File: src/source/pu_spi_pkg.sv
package pu_spi_pkg;

  // Serial framing
  localparam int spi_byte_width = 8;

  // ----------------------------------------------------------------------
  // attr_out bit layout
  // ----------------------------------------------------------------------
  localparam int attr_width    = 4;

  // Read bank holds at least one word
  localparam int attr_valid    = 0;
  // Read bank or system write bank has no free slot
  localparam int attr_full     = 1;
  // A transaction has ended since the last swap
  localparam int attr_spi_done = 2;
  // A word was dropped on a full bank since the last swap
  localparam int attr_overflow = 3;

  // ----------------------------------------------------------------------
  // Transaction phase
  // ----------------------------------------------------------------------
  typedef enum logic [1:0] {
    st_idle,
    st_active,
    st_closing
  } ctrl_state_t;

endpackage

File: src/source/byte_position_counter.sv
`timescale 1ns/1ps

module byte_position_counter #(
  parameter int data_width = 32
) (
  input  logic clk,
  input  logic rst,
  input  logic cs_active,
  input  logic byte_done,
  output logic [((data_width / pu_spi_pkg::spi_byte_width) > 1 ?
                 $clog2(data_width / pu_spi_pkg::spi_byte_width) : 1)-1:0] byte_index,
  output logic word_start,
  output logic word_done
);

  localparam int bytes_per_word = data_width / pu_spi_pkg::spi_byte_width;
  localparam int idx_width      = (bytes_per_word > 1) ? $clog2(bytes_per_word) : 1;

  logic last_byte;

  assign last_byte = (byte_index == idx_width'(bytes_per_word - 1));

  always_ff @(posedge clk or posedge rst) begin
    if (rst) begin
      byte_index <= '0;
    end else if (!cs_active) begin
      // A partial word is forgotten when cs goes high
      byte_index <= '0;
    end else if (byte_done) begin
      byte_index <= last_byte ? '0 : byte_index + 1'b1;
    end
  end

  assign word_start = (byte_index == '0);
  assign word_done  = byte_done & last_byte;

endmodule

File: src/source/pu_slave_spi.sv
`timescale 1ns/1ps

module pu_slave_spi #(
  parameter int data_width  = 32,
  parameter int buf_size    = 6,
  parameter int sync_stages = 2
) (
  input  logic                              clk,
  input  logic                              rst,
  input  logic                              signal_cycle,
  input  logic                              signal_wr,
  input  logic [data_width-1:0]             data_in,
  input  logic                              signal_oe,
  output logic [data_width-1:0]             data_out,
  output logic [pu_spi_pkg::attr_width-1:0] attr_out,
  output logic                              flag_start,
  output logic                              flag_stop,
  input  logic                              mosi,
  output logic                              miso,
  input  logic                              sclk,
  input  logic                              cs
);

  localparam int bytes_per_word = data_width / pu_spi_pkg::spi_byte_width;
  localparam int idx_width      = (bytes_per_word > 1) ? $clog2(bytes_per_word) : 1;

  // Serial side
  logic [7:0]           tx_byte;
  logic [7:0]           rx_byte;
  logic                 byte_done;
  logic                 cs_active;
  logic                 cs_rise;
  logic                 cs_fall;
  logic [idx_width-1:0] byte_index;
  logic                 word_start;
  logic                 word_done;

  // Word side
  logic [data_width-1:0] tx_head;
  logic                  tx_valid;
  logic                  tx_pop;
  logic [data_width-1:0] rx_word;
  logic                  rx_push;
  logic                  bank_sel;
  logic                  spi_done;
  logic                  swap;

  // Bank outputs
  logic [data_width-1:0] tx0_data, tx1_data, rx0_data, rx1_data;
  logic                  tx0_valid, tx1_valid, rx0_valid, rx1_valid;
  logic                  tx0_full, tx1_full, rx0_full, rx1_full;
  logic                  tx0_ovf, tx1_ovf, rx0_ovf, rx1_ovf;

  spi_slave_driver #(
    .sync_stages(sync_stages)
  ) u_driver (
    .clk(clk),
    .rst(rst),
    .sclk(sclk),
    .mosi(mosi),
    .cs(cs),
    .miso(miso),
    .tx_byte(tx_byte),
    .rx_byte(rx_byte),
    .byte_done(byte_done),
    .cs_active(cs_active),
    .cs_rise(cs_rise),
    .cs_fall(cs_fall)
  );

  byte_position_counter #(
    .data_width(data_width)
  ) u_counter (
    .clk(clk),
    .rst(rst),
    .cs_active(cs_active),
    .byte_done(byte_done),
    .byte_index(byte_index),
    .word_start(word_start),
    .word_done(word_done)
  );

  word_byte_path #(
    .data_width(data_width)
  ) u_path (
    .clk(clk),
    .rst(rst),
    .cs_active(cs_active),
    .byte_done(byte_done),
    .byte_index(byte_index),
    .word_start(word_start),
    .word_done(word_done),
    .tx_head(tx_head),
    .tx_valid(tx_valid),
    .tx_pop(tx_pop),
    .tx_byte(tx_byte),
    .rx_byte(rx_byte),
    .rx_word(rx_word),
    .rx_push(rx_push)
  );

  transfer_ctrl u_ctrl (
    .clk(clk),
    .rst(rst),
    .signal_cycle(signal_cycle),
    .cs_rise(cs_rise),
    .cs_fall(cs_fall),
    .cs_active(cs_active),
    .bank_sel(bank_sel),
    .flag_start(flag_start),
    .flag_stop(flag_stop),
    .spi_done(spi_done)
  );

  // ----------------------------------------------------------------------
  // Bank steering
  // With bank_sel at 0 tx0 takes system writes and tx1 feeds SPI,
  // while rx0 takes SPI words and rx1 serves signal_oe
  // ----------------------------------------------------------------------
  assign swap = signal_cycle & ~cs_active;

  spi_word_buffer #(.data_width(data_width), .buf_size(buf_size)) tx_bank0 (
    .clk(clk), .rst(rst),
    .wr(signal_wr & ~bank_sel), .oe(tx_pop & bank_sel), .clear(swap & bank_sel),
    .data_in(data_in), .data_out(tx0_data),
    .valid(tx0_valid), .full(tx0_full), .overflow(tx0_ovf)
  );

  spi_word_buffer #(.data_width(data_width), .buf_size(buf_size)) tx_bank1 (
    .clk(clk), .rst(rst),
    .wr(signal_wr & bank_sel), .oe(tx_pop & ~bank_sel), .clear(swap & ~bank_sel),
    .data_in(data_in), .data_out(tx1_data),
    .valid(tx1_valid), .full(tx1_full), .overflow(tx1_ovf)
  );

  spi_word_buffer #(.data_width(data_width), .buf_size(buf_size)) rx_bank0 (
    .clk(clk), .rst(rst),
    .wr(rx_push & ~bank_sel), .oe(signal_oe & bank_sel), .clear(swap & bank_sel),
    .data_in(rx_word), .data_out(rx0_data),
    .valid(rx0_valid), .full(rx0_full), .overflow(rx0_ovf)
  );

  spi_word_buffer #(.data_width(data_width), .buf_size(buf_size)) rx_bank1 (
    .clk(clk), .rst(rst),
    .wr(rx_push & bank_sel), .oe(signal_oe & ~bank_sel), .clear(swap & ~bank_sel),
    .data_in(rx_word), .data_out(rx1_data),
    .valid(rx1_valid), .full(rx1_full), .overflow(rx1_ovf)
  );

  assign tx_head  = bank_sel ? tx0_data  : tx1_data;
  assign tx_valid = bank_sel ? tx0_valid : tx1_valid;
  assign data_out = bank_sel ? rx0_data  : rx1_data;

  // Status merges the read bank with the system write bank
  assign attr_out[pu_spi_pkg::attr_valid]    = bank_sel ? rx0_valid : rx1_valid;
  assign attr_out[pu_spi_pkg::attr_full]     = (bank_sel ? rx0_full : rx1_full)
                                             | (bank_sel ? tx1_full : tx0_full);
  assign attr_out[pu_spi_pkg::attr_spi_done] = spi_done;
  assign attr_out[pu_spi_pkg::attr_overflow] = (bank_sel ? rx0_ovf : rx1_ovf)
                                             | (bank_sel ? tx1_ovf : tx0_ovf);

endmodule

File: src/source/spi_slave_driver.sv
`timescale 1ns/1ps

module spi_slave_driver #(
  parameter int sync_stages = 2
) (
  input  logic       clk,
  input  logic       rst,
  input  logic       sclk,
  input  logic       mosi,
  input  logic       cs,
  output logic       miso,
  input  logic [7:0] tx_byte,
  output logic [7:0] rx_byte,
  output logic       byte_done,
  output logic       cs_active,
  output logic       cs_rise,
  output logic       cs_fall
);

  // ----------------------------------------------------------------------
  // Pin synchronizers
  // ----------------------------------------------------------------------
  logic [sync_stages-1:0] sclk_sync;
  logic [sync_stages-1:0] mosi_sync;
  logic [sync_stages-1:0] cs_sync;
  logic                   sclk_q;
  logic                   cs_q;
  logic                   sclk_s;
  logic                   mosi_s;
  logic                   cs_s;
  logic                   sclk_rise;
  logic                   sclk_fall;

  // Shift state
  logic [2:0] bit_cnt;
  logic [7:0] tx_shift;
  logic [7:0] rx_shift;

  always_ff @(posedge clk or posedge rst) begin
    if (rst) begin
      sclk_sync <= '0;
      mosi_sync <= '0;
      cs_sync   <= '1;
      sclk_q    <= 1'b0;
      cs_q      <= 1'b1;
    end else begin
      sclk_sync <= (sclk_sync << 1) | sync_stages'(sclk);
      mosi_sync <= (mosi_sync << 1) | sync_stages'(mosi);
      cs_sync   <= (cs_sync << 1) | sync_stages'(cs);
      sclk_q    <= sclk_s;
      cs_q      <= cs_s;
    end
  end

  assign sclk_s = sclk_sync[sync_stages-1];
  assign mosi_s = mosi_sync[sync_stages-1];
  assign cs_s   = cs_sync[sync_stages-1];

  assign sclk_rise = sclk_s & ~sclk_q;
  assign sclk_fall = ~sclk_s & sclk_q;

  // cs is active low on the pin
  assign cs_active = ~cs_s;
  assign cs_fall   = ~cs_s & cs_q;
  assign cs_rise   = cs_s & ~cs_q;

  // ----------------------------------------------------------------------
  // Mode 0 shifting with sampling on rise and change on fall
  // ----------------------------------------------------------------------
  always_ff @(posedge clk or posedge rst) begin
    if (rst) begin
      bit_cnt   <= '0;
      tx_shift  <= '0;
      rx_shift  <= '0;
      rx_byte   <= '0;
      byte_done <= 1'b0;
    end else begin
      byte_done <= 1'b0;
      if (!cs_active) begin
        bit_cnt <= '0;
      end else if (cs_fall) begin
        // First bit must sit on miso before the first rising edge
        tx_shift <= tx_byte;
      end else if (sclk_rise) begin
        rx_shift <= {rx_shift[6:0], mosi_s};
        bit_cnt  <= bit_cnt + 3'd1;
        if (bit_cnt == 3'd7) begin
          rx_byte   <= {rx_shift[6:0], mosi_s};
          byte_done <= 1'b1;
        end
      end else if (sclk_fall) begin
        // Counter wrapped to 0 after the eighth bit, so a new byte starts
        if (bit_cnt == 3'd0) begin
          tx_shift <= tx_byte;
        end else begin
          tx_shift <= tx_shift << 1;
        end
      end
    end
  end

  assign miso = cs_active & tx_shift[7];

endmodule

File: src/source/spi_word_buffer.sv
`timescale 1ns/1ps

module spi_word_buffer #(
  parameter int data_width = 32,
  parameter int buf_size   = 6
) (
  input  logic                  clk,
  input  logic                  rst,
  input  logic                  wr,
  input  logic                  oe,
  input  logic                  clear,
  input  logic [data_width-1:0] data_in,
  output logic [data_width-1:0] data_out,
  output logic                  valid,
  output logic                  full,
  output logic                  overflow
);

  localparam int ptr_width = (buf_size > 1) ? $clog2(buf_size) : 1;
  localparam int cnt_width = $clog2(buf_size + 1);

  logic [data_width-1:0] mem [buf_size];
  logic [ptr_width-1:0]  wr_ptr;
  logic [ptr_width-1:0]  rd_ptr;
  logic [cnt_width-1:0]  count;
  logic                  do_wr;
  logic                  do_rd;

  function automatic logic [ptr_width-1:0] next_ptr(input logic [ptr_width-1:0] ptr);
    return (ptr == ptr_width'(buf_size - 1)) ? '0 : ptr + 1'b1;
  endfunction

  assign valid    = (count != '0);
  assign full     = (count == cnt_width'(buf_size));
  assign do_wr    = wr & ~full;
  assign do_rd    = oe & valid;
  assign data_out = mem[rd_ptr];

  always_ff @(posedge clk) begin
    if (do_wr) begin
      mem[wr_ptr] <= data_in;
    end
  end

  always_ff @(posedge clk or posedge rst) begin
    if (rst) begin
      wr_ptr   <= '0;
      rd_ptr   <= '0;
      count    <= '0;
      overflow <= 1'b0;
    end else if (clear) begin
      wr_ptr   <= '0;
      rd_ptr   <= '0;
      count    <= '0;
      overflow <= 1'b0;
    end else begin
      if (do_wr) begin
        wr_ptr <= next_ptr(wr_ptr);
      end
      if (do_rd) begin
        rd_ptr <= next_ptr(rd_ptr);
      end
      if (do_wr && !do_rd) begin
        count <= count + 1'b1;
      end else if (do_rd && !do_wr) begin
        count <= count - 1'b1;
      end
      // Sticky until the bank is cleared at a swap
      if (wr && full) begin
        overflow <= 1'b1;
      end
    end
  end

endmodule

File: src/source/transfer_ctrl.sv
`timescale 1ns/1ps

module transfer_ctrl (
  input  logic clk,
  input  logic rst,
  input  logic signal_cycle,
  input  logic cs_rise,
  input  logic cs_fall,
  input  logic cs_active,
  output logic bank_sel,
  output logic flag_start,
  output logic flag_stop,
  output logic spi_done
);

  pu_spi_pkg::ctrl_state_t state;
  logic                    swap;

  // Banks may only trade places while the bus is idle (cs high)
  assign swap = signal_cycle & ~cs_active;

  always_ff @(posedge clk or posedge rst) begin
    if (rst) begin
      state      <= pu_spi_pkg::st_idle;
      flag_start <= 1'b0;
      flag_stop  <= 1'b0;
    end else begin
      flag_start <= 1'b0;
      flag_stop  <= 1'b0;
      case (state)
        pu_spi_pkg::st_idle: begin
          if (cs_fall) begin
            state      <= pu_spi_pkg::st_active;
            flag_start <= 1'b1;
          end
        end
        pu_spi_pkg::st_active: begin
          if (cs_rise) begin
            state     <= pu_spi_pkg::st_closing;
            flag_stop <= 1'b1;
          end
        end
        pu_spi_pkg::st_closing: begin
          state <= pu_spi_pkg::st_idle;
        end
        default: begin
          state <= pu_spi_pkg::st_idle;
        end
      endcase
    end
  end

  // ----------------------------------------------------------------------
  // Bank select and done attribute
  // ----------------------------------------------------------------------
  always_ff @(posedge clk or posedge rst) begin
    if (rst) begin
      bank_sel <= 1'b0;
      spi_done <= 1'b0;
    end else begin
      if (swap) begin
        bank_sel <= ~bank_sel;
        spi_done <= 1'b0;
      end
      // A transaction ending on the swap cycle still counts
      if (state == pu_spi_pkg::st_active && cs_rise) begin
        spi_done <= 1'b1;
      end
    end
  end

endmodule

File: src/source/word_byte_path.sv
`timescale 1ns/1ps

module word_byte_path #(
  parameter int data_width = 32
) (
  input  logic                  clk,
  input  logic                  rst,
  input  logic                  cs_active,
  input  logic                  byte_done,
  input  logic [((data_width / pu_spi_pkg::spi_byte_width) > 1 ?
                 $clog2(data_width / pu_spi_pkg::spi_byte_width) : 1)-1:0] byte_index,
  input  logic                  word_start,
  input  logic                  word_done,
  input  logic [data_width-1:0] tx_head,
  input  logic                  tx_valid,
  output logic                  tx_pop,
  output logic [7:0]            tx_byte,
  input  logic [7:0]            rx_byte,
  output logic [data_width-1:0] rx_word,
  output logic                  rx_push
);

  localparam int bw = pu_spi_pkg::spi_byte_width;

  logic [data_width-1:0] tx_word;
  logic                  word_loaded;
  logic                  fetch;
  logic [data_width-1:0] tx_src;
  logic [data_width-1:0] tx_shifted;

  // ----------------------------------------------------------------------
  // Transmit side
  // ----------------------------------------------------------------------
  assign fetch  = cs_active & word_start & ~word_loaded;
  assign tx_pop = fetch & tx_valid;

  // Before the fetch the head is shown directly, so byte 0 is ready at once
  assign tx_src     = word_loaded ? tx_word : (tx_valid ? tx_head : '0);
  assign tx_shifted = tx_src << (bw * int'(byte_index));
  assign tx_byte    = tx_shifted[data_width-1 -: bw];

  always_ff @(posedge clk or posedge rst) begin
    if (rst) begin
      word_loaded <= 1'b0;
    end else if (!cs_active || word_done) begin
      word_loaded <= 1'b0;
    end else if (fetch) begin
      word_loaded <= 1'b1;
    end
  end

  always_ff @(posedge clk) begin
    if (fetch) begin
      tx_word <= tx_valid ? tx_head : '0;
    end
  end

  // ----------------------------------------------------------------------
  // Receive side
  // ----------------------------------------------------------------------
  always_ff @(posedge clk) begin
    if (byte_done) begin
      rx_word <= (rx_word << bw) | data_width'(rx_byte);
    end
  end

  // One cycle late so the last byte is already in rx_word
  always_ff @(posedge clk or posedge rst) begin
    if (rst) begin
      rx_push <= 1'b0;
    end else begin
      rx_push <= word_done;
    end
  end

endmodule

File: config.mk
export PLATFORM = sky130hd
export DESIGN_NAME = pu_slave_spi
export DESIGN_NICKNAME = d
export VERILOG_FILES = /design/src/source/pu_spi_pkg.sv /design/src/source/byte_position_counter.sv /design/src/source/pu_slave_spi.sv /design/src/source/spi_slave_driver.sv /design/src/source/spi_word_buffer.sv /design/src/source/transfer_ctrl.sv /design/src/source/word_byte_path.sv
export SDC_FILE = /design/constraint.sdc
export NUM_CORES = 1
export LEC_CHECK = 0
export BUFFER_PORTS_ARGS = -buffer_cell sky130_fd_sc_hd__buf_2
export CORE_MARGIN = 3
export CORE_UTILIZATION = 40
export CTS_CLUSTER_DIAMETER = 80
export CTS_CLUSTER_SIZE = 24
export DETAILED_ROUTE_END_ITERATION = 16
export PLACE_DENSITY = 0.67
export SLEW_MARGIN = 20
export SYNTH_ARGS = -nofsm -noshare
export SYNTH_HDL_FRONTEND = slang
export SYNTH_SLANG_ARGS = --single-unit
File: constraint.sdc
create_clock -name clk -period 14.29 [get_ports clk]
set_input_delay 1.429 -clock clk [delete_from_list [all_inputs] [get_ports clk]]
set_output_delay 1.429 -clock clk [all_outputs]
set_load 0.05 [all_outputs]
Word-level counts from Yosys, hierarchy flattened
Memories as Yosys holds them, arrays and structs flattened. Cells that the tools add are included.

Register bits after elaboration: 149. Bits in latches: 0. RAM bits: 768. ROM bits: 0. Output and inout bits: 39. Memories: 4.

Add/subtract/negate cells: 18. Multipliers: 0. Div/mod/pow operators: 0. Magnitude comparators: 0. Eq/ne operators: 19. Shifts and indexed selects: 1. Mux-type cells: 87. Bitwise operators: 45. Reductions and logical operators: 55.

Memory list: rx_bank0.mem (words 6, bits a word 32, rd ports 1, clocked after Yosys merged registers in 0, write ports 1, RTL line spi_word_buffer.sv:22) `logic [data_width-1:0] mem [buf_size];`; rx_bank1.mem (words 6, bits a word 32, rd ports 1, clocked after Yosys merged registers in 0, write ports 1, RTL line spi_word_buffer.sv:22); tx_bank0.mem (words 6, bits a word 32, rd ports 1, clocked after Yosys merged registers in 0, write ports 1, RTL line spi_word_buffer.sv:22); tx_bank1.mem (words 6, bits a word 32, rd ports 1, clocked after Yosys merged registers in 0, write ports 1, RTL line spi_word_buffer.sv:22).

Operators with widths (count): $mux W32 (4); $mux W3 (39); $add A3 B1 Y3 const B (13); $eq A3 B3 Y1 const B (13); $mux W1 (34); $reduce_bool A2 Y1 (17); $mux W8 (4); $or A32 B8 Y32 (1); $shl A32 B5 Y32 (1); $and A1 B1 Y1 (28); $reduce_bool A3 Y1 (8); $logic_and A1 B1 Y1 (13); $sub A3 B1 Y3 const B (4); $not A1 Y1 (11); $mux W2 (5); $logic_not A1 Y1 (8); $or A2 B1 Y2 (3); $reduce_and A3 Y1 (2); $logic_not A2 Y1 (2); $ne A2 B1 Y1 const B (2); $ne A2 B2 Y1 const B (2); $pmux W2 S2 (1); $reduce_and A2 Y1 (2); $reduce_and A4 Y1 (1); other kinds (6) (7).

Depth between registers and ports, before layout
Depth in word-level cells: 10. Gate-level depth with buffers: 12. Mapped depth without buffers: 10.

By module
A second synthesis with hierarchy kept.

Cell total of the unflattened synthesis: 1996. Area total of the unflattened synthesis: 36844.1 µm².

Modules (own cells, without submodules): spi_word_buffer at rx_bank0 ... (instances 3, cells each 400, area each 7753.7 µm², seq. area each 6015.8 µm²); spi_word_buffer at tx_bank1 (instances 1, cells each 400, area each 7752.4 µm², seq. area each 6015.8 µm²); word_byte_path (instances 1, cells each 174, area each 2865.2 µm², seq. area each 1971.9 µm²); spi_slave_driver (instances 1, cells each 102, area each 1432.6 µm², seq. area each 879.6 µm²); pu_slave_spi (instances 1, cells each 92, area each 1187.4 µm², seq. area each 0.0 µm²); transfer_ctrl (instances 1, cells each 16, area each 220.2 µm², seq. area each 150.1 µm²); byte_position_counter (instances 1, cells each 12, area each 125.1 µm², seq. area each 50.0 µm²).

Least setup slack after synthesis
Ideal clock, no wire load.

Path kind: input-to-reg. Start: input port signal_wr. End: memory tx_bank0.mem[2][0], enable pin. Arrival: 4.937 ns. Slack: 8.840 ns. Stages on the path: 2. Path buffers: 0. Path through: nand3b_1 -> nor4b_1.

Word-level cells in the longest chain between the ends: 4.

Ends and longest elaborated chain: start, declared (RTL line pu_slave_spi.sv:11) `input logic signal_wr,`; $and A1 B1 Y1 (RTL line pu_slave_spi.sv:124) `.wr(signal_wr & ~bank_sel), .oe(tx_pop & bank_sel), .clear(swap & bank_sel),`; $and A1 B1 Y1 (RTL line spi_word_buffer.sv:35) `assign do_wr = wr & ~full;`; $mux W1 (RTL line spi_word_buffer.sv:40) `if (do_wr) begin`; $mux W1 (not written as such) (RTL line spi_word_buffer.sv:41) `mem[wr_ptr] <= data_in;`; end, declared (RTL line spi_word_buffer.sv:22).

Every way passes these cells.

Worst setup path after layout
Start: register rx_bank0.rd_ptr[0]. End: output port data_out[22].

Word-level cells in the longest chain between the ends: 2.

Ends and longest elaborated chain: start, declared (RTL line spi_word_buffer.sv:24) `logic [ptr_width-1:0] rd_ptr;`; start signal, assigned (RTL line spi_word_buffer.sv:61) `rd_ptr <= next_ptr(rd_ptr);`; $mem_v2 Z6 W32; $mux W32 (RTL line pu_slave_spi.sv:152) `assign data_out = bank_sel ? rx0_data : rx1_data;`; end, declared (RTL line pu_slave_spi.sv:14) `output logic [data_width-1:0] data_out,`.

Every way passes these cells.

==> results.txt <==
----------------------------------------------------
[Die]
  Placeable core region ... 90,100 µm²
  Number of cell rows ... 110
  Top Ports ... 79
  DIE AREA ... 94,700 µm²
  Die outline width ... 308 µm
  Vert. Die Dim ... 308 µm
  Starting utilization of the core area ... 40.4%

[STA]
  Max-slew headroom at the worst pin ... 25.9%
  Total negative slack ... 0 ns
  Setup slack after layout ... 9.39 ns
  Worst Tran Pin Value ... 1.11 ns
  # setup viols final ... 0
  Fraction of the cycle the final worst path needs ... 34.3%
  Final Hold Fails ... 0
  Unrepaired setup endpoints after global routing ... no
  Final Max Slew Viols ... 0
  Worst setup skew after layout ... 0.0298 ns
  Shortest clock period the worst path allows after layout ... 4.90 ns
  Minimum hold slack ... 0.356 ns
  Maximum operating frequency ... 204 MHz

[Placement]
  Gp weighted congestion ... 0.831
  Half-perimeter wire length after placement ... 45,800 µm
  Port-buffer cells ... 78
  Worst setup timing slack at the placement stage ... 9.97 ns

[Yosys]
  Summed instance area of the synthesized netlist ... 36,400 µm²
  Top cells by instance count after synthesis ... 832 x edfxtp_1, 125 x nand2_1, 116 x mux4_2
  Library cell with the largest summed area after synthesis ... edfxtp_1
  Top cells by area in the synthesized netlist ... edfxtp_1 69%, mux4_2 7.2%, dfrtp_1 5.6%
  #FFs+latches synth ... 917
  Area share of the largest cell type after synthesis ... 68.6%
  Synth warnings ... 0
  Syn nets ... 2,124
  Number of different library cells in the post-synthesis netlist ... 70
  Synthesized area divided by synthesized cell count ... 17.6 µm²
  Post-synth ARST share ... 9.27%
  Register area share after synthesis ... 74.5%
  Cells after Synth ... 2,071
  Leading cell type by number of instances after synthesis ... edfxtp_1
  Number of enable flip-flop cells after synthesis ... 832
  Most instantiated flip-flop cell in the synthesis netlist ... edfxtp_1

[Finish]
  Fraction of the core area covered by cells at the end of the flow ... 44.3%
  Number of fill cells in the layout ... 7,701
  Number of nets in the layout ... 2,192
  Total area of multi-input combinational cells ... 8770 µm²
  FF+latch area ... 27,100 µm²
  Ratio of cells with drive above 1 in the final layout ... 21.1%
  Area growth from synthesis to layout ... 9.68%

[Global routing]
  Global-route total usage across every layer ... 17.0%
  Remaining global-route overflow ... 0
  Vias in the first global route ... 19,100
  Global-route wire length before repair ... 122,000 µm
  Number of antenna violations at the first check in global routing ... 5
  Maximum number of pins on one net before global-route repair ... 77

[CTS]
  CTS tree ... done
  H-tree lvl count ... 2
  Post-CTS Setup Repair Bufs ... 0
  CTS buffer count ... 49
  Post-CTS Hold Buffers ... 0
  Clk Latency, worst-skew pair ... 0.63 ns
  Post-cts resize count ... 0
  Number of sinks driven by the clock tree ... 917
  Worst-case clock buffer depth ... 3
  Clock Tree Root ... clkbuf_16
  CTS clk-pin slew, worst paths ... 0.09 ns

[Status]
  Status ... complete, no violations

[Setup path]
  Endpoint class of the critical path ... primary output
  Data arrival, critical path ... 3.47 ns
  Endpoint of the lowest-slack register-to-register path ... tx_bank1.count[2]$_DFFE_PP0P_
  CP max FO ... 46
  Number of cells on the worst reg-to-reg path ... 11
  Crit Path Class ... register to primary output
  Reg-to-reg setup timing slack ... 10.51 ns
  FF-to-FF Start ... u_counter.byte_index[1]$_DFFE_PP0P_
  Startpoint type of the worst setup path ... register
  Required time of the critical path ... 12.86 ns

[Routing]
  DRT Wirelength ... 80,900 µm
  Residual antenna-violating net count after detailed routing ... 0
  Initial DRT Pass Iterations ... 7
  Detail-routed net length per standard cell ... 24.1 µm
  Initial DRC Count ... 1,847
  Via density per instance ... 5.59
  Total number of vias ... 18,800
  DRC ... 0

[Min path]
  Source of the worst hold timing path ... u_driver.sclk_sync[0]$_DFF_PP0_
  Worst-case hold path end point ... u_driver.sclk_sync[1]$_DFF_PP0_
  Number of cells traversed by the worst hold path ... 0
  Path type of the worst min-delay path ... register to register

[Power]
  Leakage component of the power ... 12.1 nW
  Peak supply drop ... 0.112 mV
  Power per Cell Area ... 162 nW/µm²
  Total Power ... 6.45 mW

[Flow run]
  Max-Cap Viols ... 0

----------------------------------------------------
==> registers in the layout (all words and copies together) (netlist names), 7 cells and up <==
name	cells
u_driver.rx_shift	7
u_path.rx_word	32
tx_bank1.mem	192
u_driver.tx_shift	8
u_driver.rx_byte	8
rx_bank0.mem	192
u_path.tx_word	32
tx_bank0.mem	192
rx_bank1.mem	192
==> worst max-delay path, stage by stage (launching register included) <==
cell and delay, ns:
dfrtp_4 0.72, buf_4 0.76, mux4_2 0.59, o211ai_1 0.19
o21ai_0 0.19, buf_2 0.29
==> kinds of logic (layout without fill, tap and decap cells) <==
kind of cell / Yosys count / in the layout / share of synthesized area, %
mux: 325 / 325 / 13.3
compound gates: 278 / 278 / 4.79
simple gates: 369 / 369 / 4.70
other cells: 0 / 3 / 0
fa+ha+maj: 13 / 13 / 0.529
buf+inv: 151 / 260 / 1.79
xor+xnor: 18 / 18 / 0.433
flops: 917 / 917 / 74.5
==> worst max path at each step <==
stage	startpoint	endpoint	depth (start not counted)
global placement	rx_bank0.rd_ptr[0]$_DFFE_PP0P_	data_out[6]	5
CTS	rx_bank0.rd_ptr[0]$_DFFE_PP0P_	data_out[6]	5
detailed placement	rx_bank0.rd_ptr[0]$_DFFE_PP0P_	data_out[6]	5
global route	rx_bank0.rd_ptr[0]$_DFFE_PP0P_	data_out[26]	5
floorplan	signal_wr	tx_bank0.mem[2][0]$_DFFE_PP_	2
finish	rx_bank0.rd_ptr[0]$_DFFE_PP0P_	data_out[22]	5
==> where the power goes <==
group / total (mW) / internal, mW / switching (mW)
Combinational: 1.55 / 0.565 / 0.981
Clock: 1.59 / 0.729 / 0.865
Sequential: 3.31 / 3.14 / 0.176
Total: 6.45 / 4.43 / 2.02
==> area by class of cell <==
type / instances / share of cell area (%)
timing repair buffer: 129 / 2.00
sequential: 917 / 67.9
multi-input combinational: 1003 / 22.0
antenna: 3 / 0.0188
clock inverter: 15 / 0.573
inverter: 39 / 0.370
clock buffer: 77 / 3.44
tap: 1176 / 3.68
==> routing by layer <==
metal / vias to the layer above / wire length [µm] / part of all wire, % / track usage (%)
met3: 153 / 4990 / 6.2 / 2.74
met2: 545 / 40400 / 50 / 29.0
met4: 4 / 2620 / 3.2 / 5.62
li1: 8258 / - / - / -
met1: 9821 / 32900 / 41 / 22.5
met5: - / 27 / 0.033 / 0
==> layout by cell type, fill, tap and decap left out, drive strengths merged, types with 5 or more instances in the layout <==
master  count
mux2i     102
a21oi      62
o211ai     37
mux2      107
nand2b     12
buf       129
clkinv      8
dfrtp      82
nor3b       5
nand2     125
o31ai       5
nand3b      5
nor2      101
nor3       35
inv        44
nor2b      21
clkbuf     77
o21ai      93
xnor2      11
nand3      24
a31oi       8
nand4       7
a211oi     29
edfxtp    832
xor2        7
ha          9
or3        11
mux4      116
a22oi       8
==> stage by stage <==
step | cells | instance area, µm²
finish | 3359 | 39900
global route | 3356 | 39900
CTS | 3355 | 39900
detailed placement | 3263 | 38300
global placement | 3263 | 38300
floorplan | 2071 | 36400
Power figures use the tool's default switching activity.
